[src/asm_loader_pkg.sv]
package asm_loader_pkg;

   // uart timing, shortened for simulation
   localparam int clks_per_bit = 16;
   localparam int clk_cnt_w = $clog2(clks_per_bit);
   localparam logic [clk_cnt_w-1:0] half_bit_cnt = clk_cnt_w'(clks_per_bit / 2 - 1);
   localparam logic [clk_cnt_w-1:0] full_bit_cnt = clk_cnt_w'(clks_per_bit - 1);

   localparam int byte_w = 8;
   localparam int bit_idx_w = $clog2(byte_w);

   localparam int word_bytes = 16;
   localparam int byte_idx_w = $clog2(word_bytes);
   localparam int word_w = 128;
   localparam int chunk_w = 32;
   localparam int chunk_sel_w = 2;

   localparam int mem_addr_w = 6;
   localparam int mem_words = 2 ** mem_addr_w;
   localparam int count_w = 8;

   // display scan
   localparam int digit_count = 8;
   localparam int digit_cycles = 8;
   localparam int digit_sel_w = $clog2(digit_count);
   localparam int scan_w = $clog2(digit_count * digit_cycles);
   localparam int nibble_w = 4;

   typedef logic [word_w-1:0] word_t;
   typedef logic [chunk_w-1:0] chunk_t;
   typedef logic [mem_addr_w-1:0] mem_addr_t;

   // active low, bit order g f e d c b a
   localparam logic [6:0] seg_font [16] = '{
      7'h40, 7'h79, 7'h24, 7'h30,
      7'h19, 7'h12, 7'h02, 7'h78,
      7'h00, 7'h10, 7'h08, 7'h03,
      7'h46, 7'h21, 7'h06, 7'h0e
   };

endpackage

[src/word_packer.sv]
`timescale 1ns/1ps

module word_packer import asm_loader_pkg::*; (
   input  logic               sys_clk,
   input  logic               sys_rst,
   input  logic               rx_valid,
   input  logic [byte_w-1:0]  rx_byte,
   output logic               wr_stb,
   output mem_addr_t          wr_addr,
   output word_t              wr_data,
   output logic [count_w-1:0] word_count
);

   logic [byte_idx_w-1:0] byte_idx;
   logic                  last_byte;

   assign last_byte = rx_valid && (byte_idx == byte_idx_w'(word_bytes - 1));

   // shifting right leaves byte k in bits 8k+7:8k after sixteen bytes
   always_ff @(posedge sys_clk) begin
      if (rx_valid) begin
         wr_data <= {rx_byte, wr_data[word_w-1:byte_w]};
      end
   end

   always_ff @(posedge sys_clk) begin
      if (sys_rst) begin
         byte_idx <= '0;
         wr_stb <= 1'b0;
         wr_addr <= '0;
         word_count <= '0;
      end else begin
         wr_stb <= last_byte;
         if (rx_valid) begin
            byte_idx <= last_byte ? '0 : byte_idx + 1'b1;
         end
         // address moves on once the write has gone out
         if (wr_stb) begin
            wr_addr <= wr_addr + 1'b1;
            word_count <= word_count + 1'b1;
         end
      end
   end

   a_wr_stb_pulse: assert property (@(posedge sys_clk) disable iff (sys_rst)
      wr_stb |=> !wr_stb);

endmodule

[config.mk]
export PLATFORM = sky130hd
export DESIGN_NAME = word_packer
export DESIGN_NICKNAME = d
export VERILOG_FILES = /design/src/asm_loader_pkg.sv /design/src/word_packer.sv
export SDC_FILE = /design/constraint.sdc
export NUM_CORES = 1
export LEC_CHECK = 0
export BUFFER_PORTS_ARGS = -buffer_cell sky130_fd_sc_hd__buf_2
export CAP_MARGIN = 30
export CORE_UTILIZATION = 25
export CTS_CLUSTER_SIZE = 20
export DETAILED_ROUTE_END_ITERATION = 8
export GPL_TIMING_DRIVEN = 0
export PLACE_DENSITY = 0.42
export SLEW_MARGIN = 20
export SYNTH_ARGS = -nofsm -noshare
export SYNTH_HDL_FRONTEND = slang
export SYNTH_SLANG_ARGS = --single-unit
[constraint.sdc]
create_clock -name sys_clk -period 2.55 [get_ports sys_clk]
set_clock_uncertainty 0.05 [all_clocks]
set_input_delay 0.255 -clock sys_clk [delete_from_list [all_inputs] [get_ports sys_clk]]
set_output_delay 0.255 -clock sys_clk [all_outputs]
set_load 0.1 [all_outputs]
==> out/qor.yml <==
setup_path:
  crit_family: "buffers and inverters"
  critical_path_class: "flip-flop to output pin"
  reg2regPathDepth: 4
  arrival_ns: 1.33
  worst-path-stages: 1
  worst_ep_required_time_ns: 2.25
  path_max_fanout: 4
  crit_path_start_kind: "flip-flop"
  max_stage_delay_ns: 0.47
  path_cells: "buf_2"
  critPathSlowestCell: "buf_2"
  critPathCaptureType: "output pin"
  cp_num_buf_inv: 1
global_routing:
  grt_max_degree: 66
  grt_overflow: 0
  grt.total_usage_pct: 9.77
  grt_pass1_vias: 2615
  antenna_found_initial: 0
  grt_pass1_wl_um: 14000
final_layout:
  syn2layout_area_growth_pct: 35.9
  antenna_cells: 0
  final_nets: 407
  drive_above_1_share_pct: 43.8
  final_util_pct: 34.8
synth:
  synth_fa_ha_area_share_pct: 0.810
  ys_types: 21
  ys.flop_type: "edfxtp_1"
  synth_edf_count: 128
  synth_xor_area_share_pct: 1.70
  yosysSeqAreaShare_pct: 91.1
  syn_inst: 213
  yosysTopAreaCell: "edfxtp_1"
  synth-simple-area-share_pct: 4.05
  ys_top_cells_by_count: "edfxtp_1, dfxtp_1, nor2_1"
  synth_mux_area_share_pct: 0.648
  synth-seq-cells: 147
  synth_most_common_cell: "edfxtp_1"
  synthTopCellsByArea: "edfxtp_1, dfxtp_1, xor2_1, nor2_1, ha_1"
  netlist.area_leader.share_pct: 82.9
  synthArstFlopShare_pct: 0
  synth_area_mm2: 0.00464
  avgSynthCellArea_um2: 21.8
  synth_nets: 227
  synth_top_family_by_area: "simple AND/OR/NAND/NOR gates"
  ys_warn_count: 0
  synth_compound_area_share_pct: 1.27
route:
  wl_um: 8900
  vias: 2571
  via_per_inst: 4.05
  wire_per_inst_um: 14.0
  first_pass_iters: 6
  drt_iter0_drc: 144
  postRouteAntennaNets: 0
  drc: 28
power_and_ir_drop:
  p_sw_share_pct: 31.8
  comb_power_share_pct: 17.2
  power_density_mw_per_mm2: 950
  total_power_mw: 5.98
  power.switching_mw: 1.91
  pwr-share-clk_pct: 35.7
  p_int_mw: 4.08
  leakage_nw: 2.46
  ir_worst_vdd_mv: 0.436
  p_seq_share_pct: 47.0
floorplan:
  initial_utilization_pct: 25.6
  fp.dieW_um: 138
  fp.dieArea_mm2: 0.0191
  core_mm2: 0.0181
  rows: 49
  die_h_um: 138
  pin_count: 154
sta:
  report.final.slew_viol_count: 0
  setup_ws_ns: 0.918
  hold_ws_ns: 0.208
  period_needed_ns: 1.63
  period_share_pct: 64.0
  relSlewSlack_pct: 59.0
  tns_ns: 0
  rsz0062_at_grt: "false"
  worst_pin_slew_ns: 0.615
  finalHoldViolations: 0
  max_freq_mhz: 613
  finalSetupViolations: 0
clocking:
  clk_path_buf_depth: 2
  cts-root-buf: "clkbuf_16"
  ctsResizeCount: 0
  h-tree-depth: 4
  clkLatencyLatePin_ns: 0.41
  cts_num_sinks: 147
  postCtsSetupRepairBufs: 0
  clk_pin_slew_worst_paths_ns: 0.06
  cts_buffers: 17
  tritoncts: "yes"
placed_design:
  port_buffers: 152
  dpl_worst_slack_ns: 0.609
  gp_congestion: 0.693
  hpwl_um: 5850
outcome:
  failed_checks: "design-rule violations"
  status: "finished, violations left"
min_path:
  whs_path_depth: 2
  holdCritPathClass: "input pin to flip-flop"
job:
  cap_violations: 0
-- layout by cell type, fill, tap and decap left out, types with 2 or more instances in the layout --
| master | instances |
|---|---|
| a21oi_1 | 6 |
| buf_2 | 151 |
| clkbuf_1 | 5 |
| clkbuf_16 | 17 |
| clkinv_1 | 6 |
| clkinv_2 | 2 |
| clkinv_4 | 4 |
| dfxtp_1 | 19 |
| dlygate4sd3_1 | 8 |
| edfxtp_1 | 128 |
| ha_1 | 3 |
| mux2i_1 | 3 |
| nand2_1 | 5 |
| nand3_1 | 4 |
| nand4_1 | 5 |
| nor2_1 | 14 |
| o21ai_0 | 4 |
| or3_1 | 4 |
| xnor2_1 | 2 |
| xor2_1 | 7 |
-- area by class of cell --
cell class,instances,area (um^2)
fillers,1739,11800
plain buffers,4,18.8
well taps,229,287
multi-input cells,62,393
clock inverters,12,67.6
clock buffers,20,437
repair buffers,161,875
flip-flops and latches,147,4220
-- state kept, by name, summed over array words and instances (netlist names) --
name,cells
wr_addr,6
wr_stb,1
byte_idx,4
word_count,8
wr_data,128
-- cells by family (layout without fill, tap and decap cells) --
group	count (synthesis)	in the layout
buffers and inverters	4	197
AND/OR/NAND/NOR	36	36
AO/OA/AOI/OAI	11	11
flip-flops	147	147
XOR/XNOR	9	9
multiplexers	3	3
adder cells (fa/ha/maj)	3	3
-- final timing paths --
path                         startpoint                          to  slack (ns)
max             wr_addr[2]$_SDFFE_PP0P_                  wr_addr[2]        0.92
min                             sys_rst           wr_stb$_SDFF_PP0_        0.21
max reg2reg  word_count[0]$_SDFFE_PP0P_  word_count[6]$_SDFFE_PP0P_        1.20
min reg2reg       wr_data[75]$_DFFE_PP_       wr_data[67]$_DFFE_PP_        0.39
-- through the flow --
step | instances | area (um^2)
after floorplan | 213 | 4640
after global placement | 594 | 5680
after detailed placement | 595 | 5720
after CTS | 635 | 6300
after global routing | 635 | 6300
final | 635 | 6300
-- repair_timing --
item	in CTS	in global routing
endpoints found under the setup margin	0	0
hold buffers	8	0
hold endpoints to repair	8	0
-- power by group through the flow --
stage | clock network [mW] | logic (mW) | registers, mW
finish | 2.14 | 1.03 | 2.81
detailed placement | 0 | 1.03 | 2.87
global route | 2.33 | 1.05 | 2.83
CTS | 2.23 | 1.04 | 2.82
global placement | 0 | 1.02 | 2.87
floorplan | 0 | 0.0110 | 3.70
-- per-layer routing --
| metal | global-route usage, % | wire length, um | vias to the layer above |
|---|---|---|---|
| li1 | - | - | 1187 |
| met1 | 11.9 | 3880 | 1235 |
| met2 | 13.4 | 3720 | 133 |
| met3 | 5.92 | 1140 | 16 |
| met4 | 5.14 | 154 | 0 |
| met5 | 0 | 0 | - |
Power figures use the tool's default switching activity.
