$ cat config.mk
export PLATFORM = sky130hd
export DESIGN_NAME = uart_rx
export DESIGN_NICKNAME = d
export VERILOG_FILES = /design/src/asm_loader_pkg.sv /design/src/uart_rx.sv
export SDC_FILE = /design/constraint.sdc
export NUM_CORES = 1
export LEC_CHECK = 0
export BUFFER_PORTS_ARGS = -buffer_cell sky130_fd_sc_hd__buf_2
export CAP_MARGIN = 30
export CORE_ASPECT_RATIO = 1.2
export CORE_MARGIN = 2
export CORE_UTILIZATION = 54
export DETAILED_ROUTE_END_ITERATION = 8
export MAX_ROUTING_LAYER = met4
export PLACE_DENSITY = 0.77
export SYNTH_ARGS = -nofsm -noshare
export SYNTH_HDL_FRONTEND = slang
export SYNTH_SLANG_ARGS = --single-unit
$ cat constraint.sdc
create_clock -name sys_clk -period 1.8 [get_ports sys_clk]
set_input_delay 0.18 -clock sys_clk [delete_from_list [all_inputs] [get_ports sys_clk]]
set_output_delay 0.18 -clock sys_clk [all_outputs]
set_load 0.02 [all_outputs]
$ cat src/asm_loader_pkg.sv
package asm_loader_pkg;

   // uart timing, shortened for simulation
   localparam int clks_per_bit = 16;
   localparam int clk_cnt_w = $clog2(clks_per_bit);
   localparam logic [clk_cnt_w-1:0] half_bit_cnt = clk_cnt_w'(clks_per_bit / 2 - 1);
   localparam logic [clk_cnt_w-1:0] full_bit_cnt = clk_cnt_w'(clks_per_bit - 1);

   localparam int byte_w = 8;
   localparam int bit_idx_w = $clog2(byte_w);

   localparam int word_bytes = 16;
   localparam int byte_idx_w = $clog2(word_bytes);
   localparam int word_w = 128;
   localparam int chunk_w = 32;
   localparam int chunk_sel_w = 2;

   localparam int mem_addr_w = 6;
   localparam int mem_words = 2 ** mem_addr_w;
   localparam int count_w = 8;

   // display scan
   localparam int digit_count = 8;
   localparam int digit_cycles = 8;
   localparam int digit_sel_w = $clog2(digit_count);
   localparam int scan_w = $clog2(digit_count * digit_cycles);
   localparam int nibble_w = 4;

   typedef logic [word_w-1:0] word_t;
   typedef logic [chunk_w-1:0] chunk_t;
   typedef logic [mem_addr_w-1:0] mem_addr_t;

   // active low, bit order g f e d c b a
   localparam logic [6:0] seg_font [16] = '{
      7'h40, 7'h79, 7'h24, 7'h30,
      7'h19, 7'h12, 7'h02, 7'h78,
      7'h00, 7'h10, 7'h08, 7'h03,
      7'h46, 7'h21, 7'h06, 7'h0e
   };

endpackage

$ cat src/uart_rx.sv
`timescale 1ns/1ps

module uart_rx import asm_loader_pkg::*; (
   input  logic              sys_clk,
   input  logic              sys_rst,
   input  logic              rxd,
   output logic              rx_valid,
   output logic [byte_w-1:0] rx_byte
);

   typedef enum logic [1:0] {
      st_idle,
      st_start,
      st_data,
      st_stop
   } rx_state_t;

   logic                 rxd_meta;
   logic                 rxd_sync;
   logic                 rxd_prev;
   rx_state_t            state;
   logic [clk_cnt_w-1:0] clk_cnt;
   logic [bit_idx_w-1:0] bit_idx;
   logic [byte_w-1:0]    rx_shift;

   // line idles high
   always_ff @(posedge sys_clk) begin
      if (sys_rst) begin
         rxd_meta <= 1'b1;
         rxd_sync <= 1'b1;
         rxd_prev <= 1'b1;
      end else begin
         rxd_meta <= rxd;
         rxd_sync <= rxd_meta;
         rxd_prev <= rxd_sync;
      end
   end

   always_ff @(posedge sys_clk) begin
      if (sys_rst) begin
         state <= st_idle;
         clk_cnt <= '0;
         bit_idx <= '0;
         rx_valid <= 1'b0;
      end else begin
         rx_valid <= 1'b0;
         case (state)
            st_idle: begin
               clk_cnt <= '0;
               bit_idx <= '0;
               if (rxd_prev && !rxd_sync) begin
                  state <= st_start;
               end
            end
            st_start: begin
               if (clk_cnt == half_bit_cnt) begin
                  clk_cnt <= '0;
                  // line back high at mid start bit means a glitch
                  state <= rxd_sync ? st_idle : st_data;
               end else begin
                  clk_cnt <= clk_cnt + 1'b1;
               end
            end
            st_data: begin
               if (clk_cnt == full_bit_cnt) begin
                  clk_cnt <= '0;
                  bit_idx <= bit_idx + 1'b1;
                  if (bit_idx == bit_idx_w'(byte_w - 1)) begin
                     state <= st_stop;
                  end
               end else begin
                  clk_cnt <= clk_cnt + 1'b1;
               end
            end
            st_stop: begin
               if (clk_cnt == full_bit_cnt) begin
                  clk_cnt <= '0;
                  // framing error drops the byte
                  rx_valid <= rxd_sync;
                  state <= st_idle;
               end else begin
                  clk_cnt <= clk_cnt + 1'b1;
               end
            end
            default: state <= st_idle;
         endcase
      end
   end

   // lsb first
   always_ff @(posedge sys_clk) begin
      if (state == st_data && clk_cnt == full_bit_cnt) begin
         rx_shift <= {rxd_sync, rx_shift[byte_w-1:1]};
      end
      if (state == st_stop && clk_cnt == full_bit_cnt) begin
         rx_byte <= rx_shift;
      end
   end

   a_rx_valid_pulse: assert property (@(posedge sys_clk) disable iff (sys_rst)
      rx_valid |=> !rx_valid);

endmodule

==> out/summary.txt, run 1 <==
post-cts repair resize count: 0
Final Max Tran Viols: 0
initial core utilization: 57.1%
n_diodes: 0
post-layout util: 65.2%
ys flop type: edfxtp_1
num rows: 17
Overflow after GRT: 0
final non-filler cell total: 113
FFs w/ async S/R, synth: 0%
wire length per cell: 12.9 um
cts bufs inserted: 5
ANT nets after route: 0
Synth top area share: 46.0%
fin crit share: 81.7%
crit path max fanout: 9
syn nets: 83
Die Area: 2300 um^2
largest net degree at the start of global routing: 15
Syn. warnings: 0
Post-Syn Area: 1040 um^2
Slew HR: 71.5%
die width: 44.2 um
clock-pin slew on the worst setup and hold paths: 90 ps
gr usage total: 16.4%
final setup fails: 0
CTS Hold Bufs: 0
DRC: 0
number of synthesized register bits: 29
final wirelength: 1.45 mm
Startpoint Class: flip-flop
Yosys top cell by area: edfxtp_1
Hold Vio Cnt, Final: 0
first-pass GRT wire length: 2.47 mm
synth top area cells: edfxtp_1, dfxtp_1, ha_1
clk_skew: 8.49 ps
worst-case clock buffer depth: 2
Max-Cap Viols: 0
Port Buffers: 11
htree depth: 2
Reg area: 741 um^2
root buffer cell: clkbuf_4
1st-pass router iterations: 4
I/O pin count: 12
Mapped Avg Cell Area: 13.6 um^2
WS Path Type: flip-flop to flip-flop
Multi-input gate area: 283 um^2
number of antenna violations at the first check in global routing: 0
Leak Pwr: 0.450 nW
fmax: 680 MHz
Vias: 638
CP Data Required Time: 1820 ps
worst min path class: input pin to flip-flop
most frequent cell after synthesis: edfxtp_1
status: complete, no violations
Iter 0 DRT Violations: 11
fraction of layout cells with a size suffix above 1: 24.5%
PwrDens: 1020 nW/um^2
nets@finish: 99
clock latency on the worst-skew pair: 320 ps
Worst Slack Setup Final: 329 ps
Post-CTS Repair Setup Buffers: 0
FILL cells: 148
dpl ws: 348 ps
worst path arrival time: 1490 ps
RSZ-0062 raised after global routing: no
CP endpoint kind: flip-flop
RD Place Congestion: 0.732
CTS Sinks: 29
DR vias/cell: 5.65
Inst Count DP: 105
Period minus WS final: 1470 ps
Seq/Total Area, Yosys: 70.9%
dpl hpwl: 970 um
synth unique cells: 25
Die Height: 52.2 um
setup TNS: 0 ps
EDFF count, synth: 16
CTS tree: yes
Cells after Synth: 77
vias in the first global route: 584
VDD IR max: 0.000710 V
core area: 1830 um^2
Worst-Margin Slew: 426 ps
Synth-to-Final Area Change: 14.1%
commonest cells in the synthesized netlist: edfxtp_1, dfxtp_1, nand3_1
## metal layers
layer | vias to the layer above | GRT usage [%] | part of all wire (%) | routed length, um
met5 | - | - | 0 | 0
met4 | 0 | 10.6 | 3.1 | 45
met3 | 6 | 8.28 | 5.5 | 80
met2 | 15 | 26.7 | 50 | 725
met1 | 304 | 14.9 | 41 | 603
li1 | 313 | - | - | -
## placed cells by master (no fill, tap or decap), types with 2 or more instances in the layout
| cell | n |
|---|---|
| edfxtp_1 | 16 |
| dfxtp_1 | 13 |
| buf_2 | 11 |
| nand3_1 | 7 |
| nor2_1 | 5 |
| clkbuf_4 | 5 |
| nand2_1 | 4 |
| a21oi_1 | 3 |
| ha_1 | 3 |
| and3_1 | 2 |
| and3_2 | 2 |
| nor3b_1 | 2 |
| inv_1 | 2 |
| nand3b_1 | 2 |
| a31oi_1 | 2 |
| xnor2_1 | 2 |
| or2_2 | 2 |
## cells by family after synthesis
family,after synthesis,share of synthesized area [%]
AO/OA/AOI/OAI,8,5.03
XOR/XNOR,3,2.52
adder cells (fa/ha/maj),3,3.59
buffers and inverters,5,2.03
flip-flops,29,70.9
AND/OR/NAND/NOR,29,15.9
## layout make-up
cell class | instances | area share [%]
flip-flops and latches | 29 | 62.1
multi-input cells | 43 | 23.7
repair buffers | 12 | 5.25
clock buffers | 6 | 3.46
clock inverters | 2 | 2.83
well taps | 19 | 1.99
inverters | 2 | 0.630
## power by group
group / internal (mW) / switching (mW)
registers: 0.695 / 0.00439
logic: 0.00665 / 0.00786
clock network: 0.289 / 0.213
## sequential cells by signal, summed over array words and instances, names as in the netlist, named ones only
| name | cells |
|---|---|
| rx_byte | 8 |
| rx_shift | 8 |
| clk_cnt | 4 |
| bit_idx | 3 |
| rx_valid | 1 |
| rxd_meta | 1 |
| rxd_prev | 1 |
| rxd_sync | 1 |
| state | 1 |
## final timing paths
kind | from | end | slack [ps] | depth (start not counted)
min reg2reg | rxd_meta$_SDFF_PP1_ | rxd_sync$_SDFF_PP1_ | 420 | 1
max | clk_cnt[0]$_SDFF_PP0_ | rx_byte[1]$_DFFE_PP_ | 330 | 3
max reg2reg | clk_cnt[0]$_SDFF_PP0_ | rx_byte[1]$_DFFE_PP_ | 330 | 3
min | rxd | rxd_meta$_SDFF_PP1_ | 30 | 2
## critical path: stages, from the launching register on
cell and delay, ps:
dfxtp_1 360, ha_1 260, and3_1 220, and3_2 320
## per-stage QoR
step	hold slack, ps	cell area (um^2)	power (mW)
floorplan	284	1040	0.724
global placement	365	1120	0.729
detailed placement	367	1120	0.730
CTS	18.7	1190	1.23
global route	15.1	1190	1.26
finish	30.5	1190	1.22
Power figures use the tool's default switching activity.
==> run 2: changes to the inputs <==
- CORE_UTILIZATION: 54 -> 49
- PLACE_DENSITY: 0.77 -> 0.73
- clock period: 1.8 -> 1.2 ns (I/O delays scaled with it)
==> out/summary.txt, run 2 (synthesis gave the netlist of run 1 again) <==
number of antenna violations at the first check in global routing: 0 (unchanged)
VDD IR max: 0.00110 V (was 0.000710 V)
clock latency on the worst-skew pair: 330 ps (was 320 ps)
WS Path Type: flip-flop to flip-flop (unchanged)
1st-pass router iterations: 4 (unchanged)
Worst Slack Setup Final: -90.3 ps (was 329 ps)
WP depth: 4 (was 3)
Critical path buffers and inverters: 0 (unchanged)
RSZ-0062 raised after global routing: yes (was no)
failing checks: setup timing
cells along the critical path: ha_4 -> and3_4 -> nand2_4 -> nor2_4 (was ha_1 -> and3_1 -> and3_2)
Synth-to-Final Area Change: 29.7% (was 14.1%)
DRC: 0 (unchanged)
dpl hpwl: 1.26 mm (was 970 um)
slowest cell on the critical path: dfxtp_2 (was dfxtp_1)
initial core utilization: 51.5% (was 57.1%)
worst min path class: input pin to flip-flop (unchanged)
ANT nets after route: 0 (unchanged)
Hold Vio Cnt, Final: 0 (unchanged)
worst-case clock buffer depth: 2 (unchanged)
nets@finish: 109 (was 99)
dpl ws: -129 ps (was 348 ps)
RD Place Congestion: 0.775 (was 0.732)
most common cell after layout, fill and taps aside: edfxtp_1 (unchanged)
Largest regs: rx_byte x8, rx_shift x8, clk_cnt x4 (unchanged)
final wirelength: 1.83 mm (was 1.45 mm)
Worst-Margin Slew: 272 ps (was 426 ps)
post-layout util: 66.9% (was 65.2%)
fmax: 775 MHz (was 680 MHz)
htree depth: 2 (unchanged)
clk_skew: 8.26 ps (was 8.49 ps)
Leak Pwr: 0.516 nW (was 0.450 nW)
DR vias/cell: 5.64 (was 5.65)
final setup fails: 18 (was 0)
flop-to-flop setup slack: -90 ps (was 330 ps)
Vias: 699 (was 638)
status: finished, violations left (was complete, no violations)
Slew HR: 81.8% (was 71.5%)
CTS Sinks: 29 (unchanged)
root buffer cell: clkbuf_4 (unchanged)
largest net degree at the start of global routing: 12 (was 15)
fraction of layout cells with a size suffix above 1: 44.2% (was 24.5%)
vias in the first global route: 650 (was 584)
Max-Cap Viols: 0 (unchanged)
cts bufs inserted: 5 (unchanged)
Overflow after GRT: 0 (unchanged)
wire length per cell: 14.8 um (was 12.9 um)
first-pass GRT wire length: 2.90 mm (was 2.47 mm)
Startpoint Class: flip-flop (unchanged)
I/O pin count: 12 (unchanged)
CTS tree: yes (unchanged)
Tot Pwr: 1.87 mW (was 1.22 mW)
most frequent cells in the layout: edfxtp_1, buf_2, dfxtp_1 (was edfxtp_1, dfxtp_1, buf_2)
hold depth: 2 (unchanged)
largest stage delay on the critical path: 370 ps (was 360 ps)
Port Buffers: 11 (unchanged)
die width: 46.2 um (was 44.2 um)
worst r2r path cells: 4 (was 3)
Post-CTS Repair Setup Buffers: 0 (unchanged)
Die Area: 2520 um^2 (was 2300 um^2)
Iter 0 DRT Violations: 37 (was 11)
Period minus WS final: 1290 ps (was 1470 ps)
CP Data Required Time: 1220 ps (was 1820 ps)
PwrDens: 1380 nW/um^2 (was 1020 nW/um^2)
dominant delay contributor by cell family on the critical path: simple AND/OR/NAND/NOR gates (unchanged)
gr usage total: 18.4% (was 16.4%)
CP endpoint kind: flip-flop (unchanged)
num rows: 18 (was 17)
core area: 2030 um^2 (was 1830 um^2)
worst path arrival time: 1310 ps (was 1490 ps)
n_diodes: 0 (unchanged)
Die Height: 54.6 um (was 52.2 um)
Final Max Tran Viols: 0 (unchanged)
fin crit share: 108% (was 81.7%)
clock-pin slew on the worst setup and hold paths: 90 ps (about the same)
crit path max fanout: 8 (was 9)
run 2: final timing paths:
check,start,end
max,clk_cnt[1]$_SDFF_PP0_,rx_shift[1]$_DFFE_PP_
min,sys_rst,bit_idx[2]$_SDFFE_PP0P_
max reg2reg,clk_cnt[1]$_SDFF_PP0_,rx_shift[1]$_DFFE_PP_
min reg2reg,rxd_meta$_SDFF_PP1_,rxd_sync$_SDFF_PP1_
run 2: metrics by stage:
stage	cell area, um^2	setup TNS, ps	cells	hold WS, ps
6_report	1360	-1280	124	108
5_1_grt	1360	-1990	124	113
4_1_cts	1320	-1290	124	83.4
3_5_place_dp	1220	-1510	115	306
3_3_place_gp	1220	-618	115	304
2_1_floorplan	1080	-498	77	224
run 2: timing repair:
item / in CTS / in global routing
pin swaps: 3 / 4
hold buffers: 1 / 0
resized for setup: 1 / 9
endpoints found under the setup margin: 22 / 24
endpoints found under the hold margin: 1 / 0
run 2: final cells by class:
type	count	area, um^2
sequential	29	744
fill	150	672
multi-input combinational	43	355
timing repair buffer	22	144
clock inverter	3	41.3
clock buffer	5	37.5
tap	20	25.0
inverter	2	7.51
run 2: report_power, final:
part           switching [mW]  internal (mW)
logic                  0.0201         0.0174
clock network           0.354          0.431
registers             0.00485           1.04
run 2: layer usage:
layer  GRT usage (%)  wire, um
met2            28.2       951
met5               -         0
met3            8.91       107
met1            18.7       734
met4            11.4        35
==> run 3: changes to the inputs <==
- BUFFER_PORTS_ARGS: -buffer_cell sky130_fd_sc_hd__buf_2 -> default
- CORE_UTILIZATION: 49 -> 53
- DONT_BUFFER_PORTS: default -> 1
==> out/summary.txt, run 3 (synthesis gave the netlist of run 1 again) <==
most frequent cells in the layout: edfxtp_1, dfxtp_1, buf_4 (was edfxtp_1, buf_2, dfxtp_1)
flop-to-flop setup slack: -70 ps (was -90 ps)
I/O pin count: 12 (unchanged)
wire length per cell: 14.8 um (about the same)
Crit Reg-Reg Endpoint: rx_shift[7]$_DFFE_PP_ (was rx_shift[1]$_DFFE_PP_)
Period minus WS final: 1270 ps (was 1290 ps)
VDD IR max: 0.000798 V (was 0.00110 V)
fin crit share: 106% (was 108%)
Slew HR: 75.1% (was 81.8%)
die width: 44.5 um (was 46.2 um)
Die Area: 2340 um^2 (was 2520 um^2)
PwrDens: 1250 nW/um^2 (was 1380 nW/um^2)
fmax: 788 MHz (was 775 MHz)
dpl hpwl: 1.04 mm (was 1.26 mm)
WS Path Type: flip-flop to flip-flop (unchanged)
CTS Sinks: 29 (unchanged)
ANT nets after route: 0 (unchanged)
Startpoint Class: flip-flop (unchanged)
RD Place Congestion: 0.821 (was 0.775)
num rows: 17 (was 18)
CP Data Required Time: 1210 ps (was 1220 ps)
n_diodes: 0 (unchanged)
Synth-to-Final Area Change: 24.2% (was 29.7%)
status: finished, violations left (unchanged)
Port Buffers: 0 (was 11)
worst r2r path cells: 4 (unchanged)
FILL cells: 136 (was 150)
CTS tree: yes (unchanged)
nets@finish: 99 (was 109)
cells along the critical path: ha_4 -> and3_4 -> nand2_4 -> nor2_4 (unchanged)
placed inst area: 1160 um^2 (was 1220 um^2)
Overflow after GRT: 0 (unchanged)
core area: 1850 um^2 (was 2030 um^2)
initial core utilization: 56.5% (was 51.5%)
clk_skew: 5.74 ps (was 8.26 ps)
1st-pass router iterations: 4 (unchanged)
final setup fails: 18 (unchanged)
dominant delay contributor by cell family on the critical path: simple AND/OR/NAND/NOR gates (unchanged)
RSZ-0062 raised after global routing: yes (unchanged)
largest net degree at the start of global routing: 11 (was 12)
Largest regs: rx_byte x8, rx_shift x8, clk_cnt x4 (unchanged)
worst min path class: input pin to flip-flop (unchanged)
Hold EP: clk_cnt[0]$_SDFF_PP0_ (was bit_idx[2]$_SDFFE_PP0P_)
setup TNS: -1010 ps (was -1280 ps)
worst hold path startpoint: sys_rst (unchanged)
most common cell after layout, fill and taps aside: edfxtp_1 (unchanged)
largest stage delay on the critical path: 360 ps (was 370 ps)
slowest cell on the critical path: dfxtp_2 (unchanged)
Final Max Tran Viols: 0 (unchanged)
first-pass GRT wire length: 2.83 mm (was 2.90 mm)
Leak Pwr: 0.473 nW (was 0.516 nW)
Die Height: 52.6 um (was 54.6 um)
crit path max fanout: 8 (unchanged)
Critical path buffers and inverters: 0 (unchanged)
failing checks: setup timing (unchanged)
Hold Vio Cnt, Final: 0 (unchanged)
hold depth: 3 (was 2)
Iter 0 DRT Violations: 11 (was 37)
worst-case clock buffer depth: 2 (unchanged)
Worst-Margin Slew: 372 ps (was 272 ps)
DRC: 0 (unchanged)
DR vias/cell: 5.74 (was 5.64)
number of antenna violations at the first check in global routing: 0 (unchanged)
clock latency on the worst-skew pair: 320 ps (was 330 ps)
cts bufs inserted: 5 (unchanged)
CP endpoint kind: flip-flop (unchanged)
gr usage total: 18.6% (was 18.4%)
vias in the first global route: 639 (was 650)
fraction of layout cells with a size suffix above 1: 38.3% (was 44.2%)
worst path arrival time: 1280 ps (was 1310 ps)
Max-Cap Viols: 0 (unchanged)
Vias: 649 (was 699)
reg2reg start: clk_cnt[0]$_SDFF_PP0_ (was clk_cnt[1]$_SDFF_PP0_)
clock-pin slew on the worst setup and hold paths: 90 ps (about the same)
Worst Slack Setup Final: -69.3 ps (was -90.3 ps)
htree depth: 2 (unchanged)
Design Area, Final: 1300 um^2 (was 1360 um^2)
final wirelength: 1.67 mm (was 1.83 mm)
root buffer cell: clkbuf_4 (unchanged)
[run 3: metal layers]
metal  vias to the layer above  wire length [um]  track usage [%]
li1                        316                 -                -
met1                       311               654             19.6
met2                        17               913             28.0
met3                         5                77             10.0
met4                         0                24             9.09
met5                         -                 0                -
[run 3: timing repair]
item	CTS	global route
gates resized for setup	2	11
hold buffers	2	0
pin swaps	3	6
setup buffers	1	1
setup endpoints to repair	19	24
hold endpoints to repair	10	0
[run 3: worst max-delay path by stage]
stage	from	end	slack, ps	cells after the start
2_1_floorplan	clk_cnt[1]$_SDFF_PP0_	rx_shift[0]$_DFFE_PP_	-50	4
3_3_place_gp	clk_cnt[1]$_SDFF_PP0_	rx_shift[7]$_DFFE_PP_	-60	4
3_5_place_dp	clk_cnt[1]$_SDFF_PP0_	rx_shift[7]$_DFFE_PP_	-120	4
4_1_cts	clk_cnt[0]$_SDFF_PP0_	rx_shift[7]$_DFFE_PP_	-90	4
5_1_grt	clk_cnt[0]$_SDFF_PP0_	rx_shift[4]$_DFFE_PP_	-120	4
6_report	clk_cnt[0]$_SDFF_PP0_	rx_shift[7]$_DFFE_PP_	-70	4
[run 3: where the power goes]
group          internal [mW]  total, mW  switching (mW)  leakage, nW
sequential              1.04       1.05         0.00414        0.251
clock                  0.222      0.537           0.315       0.0320
combinational         0.0177     0.0365          0.0188        0.190
[run 3: stage by stage]
| stage | utilization (%) | std cells | hold WS (ps) | power (mW) | setup slack (ps) |
|---|---|---|---|---|---|
| after floorplan | - | 77 | 224 | 1.09 | -49.5 |
| after global placement | 62.5 | 102 | 191 | 1.09 | -58.7 |
| after detailed placement | 62.5 | 102 | 193 | 1.09 | -116 |
| after CTS | 67.4 | 113 | 130 | 1.64 | -92.4 |
| after global routing | 70.1 | 113 | 134 | 1.69 | -124 |
| final | 70.1 | 113 | 121 | 1.62 | -69.3 |
[run 3: area by class of cell]
| type | count | area, um^2 | area share [%] |
|---|---|---|---|
| multi-input combinational | 43 | 368 | 28.4 |
| sequential | 29 | 744 | 57.4 |
| timing repair buffer | 12 | 103 | 7.91 |
| clock inverter | 2 | 10.0 | 0.771 |
| inverter | 2 | 7.51 | 0.579 |
| clock buffer | 6 | 41.3 | 3.18 |
| tap | 19 | 23.8 | 1.83 |
[run 3: worst reg2reg max path: cells and delay by family, from the launching register on]
kind	cells	cell delay [ps]
and+or+nand+nor	3	460
adders and majority gates	1	140
DFF	1	360
